$ cat config.mk
export PLATFORM = sky130hd
export DESIGN_NAME = fpu_addsub
export DESIGN_NICKNAME = d
export VERILOG_FILES = /design/src/verilog/fpu_pkg.sv /design/src/verilog/fp_classify.sv /design/src/verilog/fp_pre_norm.sv /design/src/verilog/fp_post_norm.sv /design/src/verilog/fpu_req_ack.sv /design/src/verilog/fpu_addsub.sv
export VERILOG_INCLUDE_DIRS = /design/src /design/src/verilog
export SDC_FILE = /design/constraint.sdc
export NUM_CORES = 1
export LEC_CHECK = 0
export BUFFER_PORTS_ARGS = -buffer_cell sky130_fd_sc_hd__buf_2
export CORE_MARGIN = 10
export CORE_UTILIZATION = 44
export DETAILED_ROUTE_END_ITERATION = 10
export PLACE_DENSITY = 0.61
export SLEW_MARGIN = 20
export SYNTH_ARGS = -nofsm -noshare
export SYNTH_HDL_FRONTEND = slang
export SYNTH_SLANG_ARGS = --single-unit
export TNS_END_PERCENT = 5
$ cat constraint.sdc
create_clock -name fpu_if -period 9.9 [get_ports fpu_if]
set_input_delay 0.495 -clock fpu_if [delete_from_list [all_inputs] [get_ports fpu_if]]
set_output_delay 0.495 -clock fpu_if [all_outputs]
set_load 0.005 [all_outputs]
$ cat src/verilog/fpu_consts.svh
//////////////////////////////////////////////////////////////////////
// Single precision field layout and fixed encodings for the add/sub unit
// FPU_LATENCY must track the stage count in fpu_req_ack
//////////////////////////////////////////////////////////////////////

`ifndef FPU_CONSTS_SVH
`define FPU_CONSTS_SVH

// Field widths
`define FP_EXP_W     8
`define FP_FRAC_W    23

// Exponent encoding
`define FP_BIAS      127
`define FP_EXP_MAX   8'hff   // Inf and NaN exponent

// Guard, round and sticky below the fraction LSB
`define FP_GRS_W     3

// Forced magnitudes, sign applied separately
`define FP_QNAN      31'h7fc00001
`define FP_INF       31'h7f800000

// Edges from req sampled high to ack raised
`define FPU_LATENCY  4

`endif

$ cat src/verilog/fpu_pkg.sv
//////////////////////////////////////////////////////////////////////
// Shared types for the add/sub unit
// Widths come from fpu_consts.svh so the include path must reach verilog/
//////////////////////////////////////////////////////////////////////

`include "fpu_consts.svh"

package fpu_pkg;

	// IEEE 754 single precision word
	typedef struct packed {
		logic                  sign;
		logic [`FP_EXP_W-1:0]  exp;
		logic [`FP_FRAC_W-1:0] frac;
	} fp32_t;

	typedef enum logic {
		op_add = 1'b0,
		op_sub = 1'b1   // Flips sign of opb
	} fpu_op_e;

	// Per-operand class, denormals already folded into is_zero
	typedef struct packed {
		logic is_zero;
		logic is_inf;
		logic is_nan;
		logic is_snan;
	} fp_class_t;

	typedef struct packed {
		logic inf;
		logic qnan;
		logic snan;
		logic zero;
		logic overflow;
		logic ine;      // Inexact
	} fpu_flags_t;

endpackage

$ cat src/verilog/fp_classify.sv
//////////////////////////////////////////////////////////////////////
// Combinational operand decode, denormal inputs count as signed zero
// Forced result covers NaN operands, Inf minus Inf and Inf passthrough
//////////////////////////////////////////////////////////////////////

`timescale 1ns/100ps
`include "fpu_consts.svh"

module fp_classify import fpu_pkg::*; (
	input  fp32_t      opa,
	input  fp32_t      opb,
	input  fpu_op_e    op,
	output fp_class_t  opa_class,
	output fp_class_t  opb_class,
	output logic       special,
	output fp32_t      special_result,
	output fpu_flags_t special_flags
);

	// Same decode for both operands
	function automatic fp_class_t decode(input fp32_t x);
		fp_class_t c;
		c.is_zero = (x.exp == '0);                            // Zero or denormal
		c.is_inf  = (x.exp == `FP_EXP_MAX) && (x.frac == '0);
		c.is_nan  = (x.exp == `FP_EXP_MAX) && (x.frac != '0);
		c.is_snan = c.is_nan && !x.frac[`FP_FRAC_W-1];         // Quiet bit clear
		return c;
	endfunction

	logic sign_b;      // Effective sign of opb
	logic any_nan;
	logic any_snan;
	logic inf_clash;   // Inf plus Inf of opposite sign

	assign opa_class = decode(opa);
	assign opb_class = decode(opb);

	assign sign_b    = opb.sign ^ (op == op_sub);
	assign any_nan   = opa_class.is_nan | opb_class.is_nan;
	assign any_snan  = opa_class.is_snan | opb_class.is_snan;
	assign inf_clash = opa_class.is_inf & opb_class.is_inf & (opa.sign ^ sign_b);

	// Any NaN or Inf operand overrides the datapath
	assign special = any_nan | opa_class.is_inf | opb_class.is_inf;

	//////////////////////////////////////////////////////////////////////
	// Forced word and flags
	//////////////////////////////////////////////////////////////////////

	always_comb begin
		special_flags = '0;
		if (any_nan | inf_clash) begin
			special_result     = {1'b0, `FP_QNAN};   // Default qNaN, positive
			special_flags.qnan = 1'b1;
			special_flags.snan = any_snan;
		end else begin
			// Single Inf or two Infs agreeing in sign
			special_result    = {(opa_class.is_inf ? opa.sign : sign_b), `FP_INF};
			special_flags.inf = 1'b1;
		end
	end

endmodule

$ cat src/verilog/fp_pre_norm.sv
//////////////////////////////////////////////////////////////////////
// Stage 1 register, loads only on start and holds until the next start
// big_frac carries the larger magnitude, never smaller than small_frac
//////////////////////////////////////////////////////////////////////

`timescale 1ns/100ps
`include "fpu_consts.svh"

module fp_pre_norm import fpu_pkg::*; (
	input  logic                             fpu_if,
	input  logic                             rst_n,
	input  logic                             start,
	input  fp32_t                            opa,
	input  fp32_t                            opb,
	input  fpu_op_e                          op,
	input  logic                             special,
	input  fp32_t                            special_result,
	input  fpu_flags_t                       special_flags,
	input  fp_class_t                        opa_class,
	input  fp_class_t                        opb_class,
	output logic [`FP_FRAC_W+`FP_GRS_W:0]    big_frac,
	output logic [`FP_FRAC_W+`FP_GRS_W:0]    small_frac,
	output logic [`FP_EXP_W-1:0]             exp_big,
	output logic                             eff_sub,
	output logic                             sign_out,
	output logic                             special_q,
	output fp32_t                            special_result_q,
	output fpu_flags_t                       special_flags_q
);

	localparam int MW = `FP_FRAC_W + 1 + `FP_GRS_W;   // Hidden + frac + GRS

	logic                  sign_b;
	logic [`FP_EXP_W-1:0]  exp_a, exp_b;
	logic [`FP_EXP_W-1:0]  exp_l, exp_s;
	logic [`FP_EXP_W-1:0]  diff;
	logic [`FP_FRAC_W:0]   mant_a, mant_b;
	logic [`FP_FRAC_W:0]   mant_l, mant_s;
	logic                  a_big;
	logic [4:0]            sh;
	logic [2*MW-1:0]       wide;      // Shifted value over bits shifted out
	logic [MW-1:0]         small_d;

	assign sign_b = opb.sign ^ (op == op_sub);

	// Zero class wipes exponent and mantissa, so denormals add nothing
	assign exp_a  = opa_class.is_zero ? '0 : opa.exp;
	assign exp_b  = opb_class.is_zero ? '0 : opb.exp;
	assign mant_a = opa_class.is_zero ? '0 : {1'b1, opa.frac};
	assign mant_b = opb_class.is_zero ? '0 : {1'b1, opb.frac};

	// Magnitude compare, exponent first
	assign a_big  = {exp_a, mant_a} >= {exp_b, mant_b};
	assign exp_l  = a_big ? exp_a : exp_b;
	assign exp_s  = a_big ? exp_b : exp_a;
	assign mant_l = a_big ? mant_a : mant_b;
	assign mant_s = a_big ? mant_b : mant_a;

	//////////////////////////////////////////////////////////////////////
	// Alignment
	//////////////////////////////////////////////////////////////////////

	assign diff = exp_l - exp_s;
	assign sh   = (diff > MW) ? 5'(MW) : diff[4:0];   // Past MW all bits are sticky
	assign wide = {mant_s, {`FP_GRS_W{1'b0}}, {MW{1'b0}}} >> sh;

	// Everything shifted out folds into the sticky bit
	assign small_d = {wide[2*MW-1:MW+1], wide[MW] | (|wide[MW-1:0])};

	always_ff @(posedge fpu_if or negedge rst_n) begin
		if (!rst_n)
			special_q <= 1'b0;
		else if (start)
			special_q <= special;
	end

	always_ff @(posedge fpu_if) begin
		if (start) begin
			big_frac         <= {mant_l, {`FP_GRS_W{1'b0}}};
			small_frac       <= small_d;
			exp_big          <= exp_l;
			eff_sub          <= opa.sign ^ sign_b;          // Signs differ
			sign_out         <= a_big ? opa.sign : sign_b;  // Larger magnitude wins
			special_result_q <= special_result;
			special_flags_q  <= special_flags;
		end
	end

	// Swap must leave a non-negative difference for stage 2
	assert property (@(posedge fpu_if) disable iff (!rst_n)
		$past(start) && eff_sub |-> small_frac <= big_frac)
		else $error("pre_norm: small_frac above big_frac on subtract");

endmodule

$ cat src/verilog/fp_post_norm.sv
//////////////////////////////////////////////////////////////////////
// Stage 2 register, round to nearest even only
// Results below the smallest normal flush to zero, no denormal output
//////////////////////////////////////////////////////////////////////

`timescale 1ns/100ps
`include "fpu_consts.svh"

module fp_post_norm import fpu_pkg::*; (
	input  logic                          fpu_if,
	input  logic                          rst_n,
	input  logic [`FP_FRAC_W+`FP_GRS_W:0] big_frac,
	input  logic [`FP_FRAC_W+`FP_GRS_W:0] small_frac,
	input  logic [`FP_EXP_W-1:0]          exp_big,
	input  logic                          eff_sub,
	input  logic                          sign_in,
	input  logic                          special,
	input  fp32_t                         special_result,
	input  fpu_flags_t                    special_flags,
	output fp32_t                         result,
	output fpu_flags_t                    flags
);

	localparam int MW = `FP_FRAC_W + 1 + `FP_GRS_W;
	localparam int EW = `FP_EXP_W + 2;   // Room for sign and exponent carry

	logic [MW:0]               sum;       // Extra bit for add carry
	logic [4:0]                lz;
	logic [MW-1:0]             norm;
	logic signed [EW-1:0]      exp_n;
	logic signed [EW-1:0]      exp_r;
	logic [`FP_FRAC_W+1:0]     rnd;       // Carry + hidden + frac
	logic                      round_up;
	logic                      inexact;
	logic                      res_zero, res_uf, res_ovf;
	fp32_t                     result_d;
	fpu_flags_t                flags_d;

	assign sum = eff_sub ? {1'b0, big_frac} - {1'b0, small_frac}
	                     : {1'b0, big_frac} + {1'b0, small_frac};

	// Leading zero count, highest set bit wins
	always_comb begin
		lz = '0;
		for (int i = 0; i < MW; i++)
			if (sum[i])
				lz = 5'(MW - 1 - i);
	end

	//////////////////////////////////////////////////////////////////////
	// Normalize
	//////////////////////////////////////////////////////////////////////

	always_comb begin
		if (sum[MW]) begin
			norm  = {sum[MW:2], sum[1] | sum[0]};   // Right by one, keep sticky
			exp_n = EW'(exp_big) + 1;
		end else begin
			norm  = sum[MW-1:0] << lz;
			exp_n = EW'(exp_big) - EW'(lz);
		end
	end

	// Nearest even on guard, round, sticky and LSB
	assign inexact  = |norm[`FP_GRS_W-1:0];
	assign round_up = norm[2] & (norm[1] | norm[0] | norm[`FP_GRS_W]);
	assign rnd      = {1'b0, norm[MW-1:`FP_GRS_W]} + round_up;
	assign exp_r    = exp_n + EW'(rnd[`FP_FRAC_W+1]);   // Mantissa wrapped to 1.0

	assign res_zero = (sum == '0);                      // Exact, no rounding
	assign res_uf   = !res_zero && (exp_n <= 0);
	assign res_ovf  = !res_zero && !res_uf && (exp_r > 2 * `FP_BIAS);

	always_comb begin
		flags_d = '0;
		if (special) begin
			result_d = special_result;
			flags_d  = special_flags;
		end else if (res_zero) begin
			result_d     = {(sign_in & ~eff_sub), 31'b0};   // Cancellation gives +0
			flags_d.zero = 1'b1;
		end else if (res_uf) begin
			result_d     = {sign_in, 31'b0};   // Flush, keep sign
			flags_d.zero = 1'b1;
			flags_d.ine  = 1'b1;
		end else if (res_ovf) begin
			result_d         = {sign_in, `FP_INF};
			flags_d.overflow = 1'b1;
			flags_d.ine      = 1'b1;
			flags_d.inf      = 1'b1;
		end else begin
			result_d    = {sign_in, exp_r[`FP_EXP_W-1:0], rnd[`FP_FRAC_W-1:0]};
			flags_d.ine = inexact;
		end
	end

	always_ff @(posedge fpu_if or negedge rst_n) begin
		if (!rst_n) begin
			result <= '0;
			flags  <= '0;
		end else begin
			result <= result_d;
			flags  <= flags_d;
		end
	end

	// Normalizer and rounder together keep a leading one
	assert property (@(posedge fpu_if) disable iff (!rst_n)
		!special && !res_zero |-> rnd[`FP_FRAC_W] || rnd[`FP_FRAC_W+1])
		else $error("post_norm: hidden bit lost before packing");

endmodule

$ cat src/verilog/fpu_req_ack.sv
//////////////////////////////////////////////////////////////////////
// Four-phase req/ack, one operation in flight
// Operands captured on the accepting edge, requester may change them after
//////////////////////////////////////////////////////////////////////

`timescale 1ns/100ps
`include "fpu_consts.svh"

module fpu_req_ack import fpu_pkg::*; (
	input  logic    fpu_if,
	input  logic    rst_n,
	input  logic    req,
	input  fp32_t   opa,
	input  fp32_t   opb,
	input  fpu_op_e op,
	output fp32_t   opa_q,
	output fp32_t   opb_q,
	output fpu_op_e op_q,
	output logic    start,
	output logic    out_load,
	output logic    ack
);

	localparam int VW = `FPU_LATENCY - 2;   // Stages between start and output load

	typedef enum logic [1:0] {
		ST_IDLE,
		ST_BUSY,      // Pipeline running
		ST_DONE,      // Output register loaded, ack next edge
		ST_RELEASE    // Ack high until req seen low
	} state_e;

	state_e        state;
	logic [VW-1:0] vld;
	logic          accept;

	assign accept   = (state == ST_IDLE) && req;
	assign out_load = vld[VW-1];

	always_ff @(posedge fpu_if or negedge rst_n) begin
		if (!rst_n) begin
			state <= ST_IDLE;
			start <= 1'b0;
			vld   <= '0;
			ack   <= 1'b0;
		end else begin
			start <= accept;                  // One cycle pulse
			vld   <= {vld[VW-2:0], start};
			case (state)
				ST_IDLE:    if (req) state <= ST_BUSY;
				ST_BUSY:    if (out_load) state <= ST_DONE;
				ST_DONE: begin
					ack   <= 1'b1;
					state <= ST_RELEASE;
				end
				ST_RELEASE: if (!req) begin
					ack   <= 1'b0;
					state <= ST_IDLE;
				end
				default:    state <= ST_IDLE;
			endcase
		end
	end

	always_ff @(posedge fpu_if) begin
		if (accept) begin
			opa_q <= opa;
			opb_q <= opb;
			op_q  <= op;
		end
	end

	// Requester side of the protocol
	assert property (@(posedge fpu_if) disable iff (!rst_n) $rose(ack) |-> $past(req))
		else $error("req_ack: ack raised without req");
	assert property (@(posedge fpu_if) disable iff (!rst_n) $rose(req) |-> !ack)
		else $error("req_ack: req raised while ack high");

endmodule

$ cat src/verilog/fpu_addsub.sv
//////////////////////////////////////////////////////////////////////
// Single precision add/sub, ack four edges after req is sampled
// result and flags stay valid from ack until the next result loads
//////////////////////////////////////////////////////////////////////

`timescale 1ns/100ps
`include "fpu_consts.svh"

module fpu_addsub import fpu_pkg::*; (
	input  logic       fpu_if,
	input  logic       rst_n,
	input  logic       req,
	input  fp32_t      opa,
	input  fp32_t      opb,
	input  fpu_op_e    op,
	output logic       ack,
	output fp32_t      result,
	output fpu_flags_t flags
);

	localparam int MW = `FP_FRAC_W + 1 + `FP_GRS_W;

	// Captured operands
	fp32_t      opa_q, opb_q;
	fpu_op_e    op_q;
	logic       start;
	logic       out_load;

	// Classification, combinational
	fp_class_t  opa_class, opb_class;
	logic       special;
	fp32_t      special_result;
	fpu_flags_t special_flags;

	// Stage 1 outputs
	logic [MW-1:0]        big_frac, small_frac;
	logic [`FP_EXP_W-1:0] exp_big;
	logic                 eff_sub;
	logic                 sign_s1;
	logic                 special_s1;
	fp32_t                special_result_s1;
	fpu_flags_t           special_flags_s1;

	// Stage 2 outputs
	fp32_t      pn_result;
	fpu_flags_t pn_flags;

	fpu_req_ack u_req_ack (
		.fpu_if   (fpu_if),
		.rst_n    (rst_n),
		.req      (req),
		.opa      (opa),
		.opb      (opb),
		.op       (op),
		.opa_q    (opa_q),
		.opb_q    (opb_q),
		.op_q     (op_q),
		.start    (start),
		.out_load (out_load),
		.ack      (ack)
	);

	fp_classify u_classify (
		.opa            (opa_q),
		.opb            (opb_q),
		.op             (op_q),
		.opa_class      (opa_class),
		.opb_class      (opb_class),
		.special        (special),
		.special_result (special_result),
		.special_flags  (special_flags)
	);

	fp_pre_norm u_pre_norm (
		.fpu_if           (fpu_if),
		.rst_n            (rst_n),
		.start            (start),
		.opa              (opa_q),
		.opb              (opb_q),
		.op               (op_q),
		.special          (special),
		.special_result   (special_result),
		.special_flags    (special_flags),
		.opa_class        (opa_class),
		.opb_class        (opb_class),
		.big_frac         (big_frac),
		.small_frac       (small_frac),
		.exp_big          (exp_big),
		.eff_sub          (eff_sub),
		.sign_out         (sign_s1),
		.special_q        (special_s1),
		.special_result_q (special_result_s1),
		.special_flags_q  (special_flags_s1)
	);

	fp_post_norm u_post_norm (
		.fpu_if         (fpu_if),
		.rst_n          (rst_n),
		.big_frac       (big_frac),
		.small_frac     (small_frac),
		.exp_big        (exp_big),
		.eff_sub        (eff_sub),
		.sign_in        (sign_s1),
		.special        (special_s1),
		.special_result (special_result_s1),
		.special_flags  (special_flags_s1),
		.result         (pn_result),
		.flags          (pn_flags)
	);

	//////////////////////////////////////////////////////////////////////
	// Output register
	//////////////////////////////////////////////////////////////////////

	always_ff @(posedge fpu_if or negedge rst_n) begin
		if (!rst_n) begin
			result <= '0;
			flags  <= '0;
		end else if (out_load) begin   // One edge ahead of ack
			result <= pn_result;
			flags  <= pn_flags;
		end
	end

endmodule

==> impl_metrics.json <==
{
  "first_global_vias": 16400,
  "numCtsBuffers": 24,
  "syn_nets": 2247,
  "syn-cell-area_um2": 17900,
  "critPathKind": "flop to flop",
  "synth-compound-area-share": 0.256,
  "ys_seq_area_frac": 0.333,
  "viasPerCell": 6.36,
  "drive_gt1_frac": 0.138,
  "synth_top_family_by_area": "compound AO/OA/AOI/OAI gates",
  "cts-root-buf": "clkbuf_16",
  "maxSlewHeadroom": 0.278,
  "drv_cap": 0,
  "rsz0062_at_grt": "false",
  "setup_violations": 0,
  "finalHoldViolCount": 0,
  "die_h_um": 222,
  "endpoint_kind": "flop",
  "remaining_drc_errors": 0,
  "slew_violations": 0,
  "fin_ws_ps": 819,
  "start_kind": "flop",
  "vias": 17000,
  "dp_hpwl_um": 49900,
  "tightest_slew_ps": 1080,
  "synth-xor-area-share": 0.0273,
  "ctsHoldBuffers": 1,
  "die_x_um": 222,
  "num_rows": 73,
  "grt_pass1_wl_um": 97700,
  "finalNonFillerCells": 2679,
  "final.setup.tns_ps": 0,
  "synth_top_cell_by_area": "edfxtp_1",
  "antenna_cells": 0,
  "cts_resized": 0,
  "clockBufferDepth": 3,
  "postRouteAntennaNets": 0,
  "synthTopCellsByCount": "nand2_1, nor2_1, o21ai_0, edfxtp_1, a21oi_1",
  "antenna_found_initial": 2,
  "grt_start_max_net_pins": 103,
  "postCtsSetupRepairBufs": 0,
  "max_freq_mhz": 110,
  "async_reset_ff_frac": 0.390,
  "gp_congestion": 0.973,
  "synth-simple-area-share": 0.205,
  "io_buffer_count": 106,
  "place_ws_ps": 1080,
  "irDropWorstVdd_mv": 0.140,
  "wl_met2_um": 28300,
  "multi_input_area_um2": 11100,
  "synth_top_area_share": 0.218,
  "first_pass_iters": 6,
  "p_leak_uw": 0.00831,
  "overflow": 0,
  "clock_skew_ps": 16.8,
  "core_area_um2": 40000,
  "final_nets": 2303,
  "hold_class": "input port to flop",
  "syn_area_per_cell_um2": 8.62,
  "status": "finished, final reports clean",
  "reg2reg_depth": 28,
  "fillCellCount": 3865,
  "path_clk_slew_ps": 60,
  "worstPathArrival_ps": 9490,
  "synth_cell_types": 116,
  "power_uw": 1830,
  "synthAdderAreaFrac": 0.0692,
  "synth_ff_type": "edfxtp_1",
  "start_util": 0.448,
  "synth_cells": 2081,
  "cp_slowest_stage_delay_ps": 700,
  "m1WireLength_um": 27900,
  "routedWlPerCell_um": 23.7,
  "yosysWarnings": 0,
  "crit_fanout": 21,
  "dp_cells": 2635,
  "cts_tree": "built",
  "ys_ff_latch": 213,
  "power_density_nw_per_um2": 92.7,
  "top_layer_used": "met5",
  "grt_usage": 0.245,
  "seq_area_um2": 5980,
  "hold_depth": 1,
  "yosysMostFrequentCell": "nand2_1",
  "routed-wl-met3_um": 4990,
  "fin_util": 0.493,
  "period_share": 0.917,
  "fin_crit_ps": 9080,
  "clk-insertion-delay-late_ps": 550,
  "required_ps": 10310,
  "htreeDepth": 1,
  "drt_iter0_markers": 1689,
  "dieArea_um2": 49200,
  "synth_edf_count": 130,
  "muxShareOfSynthArea": 0.0601,
  "synthTopCellsByArea": "edfxtp_1, dfrtp_1, ha_1",
  "synthToLayoutAreaGrowth_pct": 10.0,
  "clkSinkCount": 213,
  "wl_um": 63400,
  "slowest_stage": "o21ai_0",
  "num_io_pins": 107
}
layer usage:
| metal | global-route usage | up-vias |
|---|---|---|
| met2 | 0.387 | 748 |
| met3 | 0.0468 | 160 |
| met5 | 0 | - |
| met1 | 0.328 | 8132 |
| li1 | - | 7998 |
| met4 | 0.0822 | 4 |
cells by family after synthesis:
family / Yosys count
xor gates and xnor gates: 56
adders and majority gates: 98
buffers and inverters: 222
DFF: 213
AOI/OAI and AO/OA: 650
muxes: 99
and+or+nand+nor: 743
cell usage in the layout (no fill, tap or decap), types with 24 or more instances in the layout:
cell type / count
nor2_1: 186
xor2_1: 28
mux2_2: 55
o211ai_1: 31
nor2b_1: 28
nor4_1: 26
nand2_1: 201
o21ai_0: 141
edfxtp_1: 130
buf_4: 41
a21oi_1: 117
a31oi_1: 26
a21o_1: 34
o31ai_1: 24
nor3_1: 56
nand4_1: 35
xnor2_1: 28
dfrtp_1: 82
clkbuf_16: 24
buf_2: 105
mux2i_1: 42
nand3_1: 70
inv_1: 102
and2_1: 25
ha_1: 96
through the flow:
stage	area, um^2	hold slack (ps)
after global routing	19700	97.4
final	19700	124
after global placement	19000	335
after floorplan	17900	199
after CTS	19700	97.8
after detailed placement	19000	338
registers in the layout, indices dropped and copies added, names as in the netlist, 2 cells and up:
| name | cells |
|---|---|
| result | 32 |
| u_post_norm.result | 32 |
| u_req_ack.opa_q | 32 |
| u_req_ack.opb_q | 32 |
| u_pre_norm.small_frac | 27 |
| u_pre_norm.big_frac | 24 |
| u_pre_norm.exp_big | 8 |
| flags | 6 |
| u_post_norm.flags | 6 |
| u_pre_norm.special_flags_q | 2 |
| u_pre_norm.special_result_q | 2 |
| u_req_ack.state | 2 |
| u_req_ack.vld | 2 |
area by class of cell:
type                       instances  area share
clock inverter                    11     0.00539
timing repair buffer             147      0.0427
clock buffer                      32      0.0335
multi-input combinational       1646       0.562
inverter                         105      0.0200
tap                              525      0.0333
sequential                       213       0.303
final timing paths:
kind                       slack [ps]                     from                      to
min reg2reg                       360         u_req_ack.vld[0]        u_req_ack.vld[1]
max in group asynchronous        8390                    rst_n         u_req_ack.start
max reg2reg                       820  u_pre_norm.big_frac[16]  u_post_norm.result[22]
min                               120                   opa[2]      u_req_ack.opa_q[2]
max                               820  u_pre_norm.big_frac[16]  u_post_norm.result[22]
min in group asynchronous         340                    rst_n               result[9]
critical path, delay by kind of cell, from the launching register on:
kind,cells,cell delay (ps)
DFF,1,410
AOI/OAI and AO/OA,12,4010
and+or+nand+nor,11,3180
muxes,1,230
adders and majority gates,3,900
buffers and inverters,1,180
report_power, final:
group          internal, uW  switching [uW]
Combinational          9.79            9.78
Sequential              940               0
Clock                   498             371
Total                  1450             381
(Power assumes the default switching activity.)
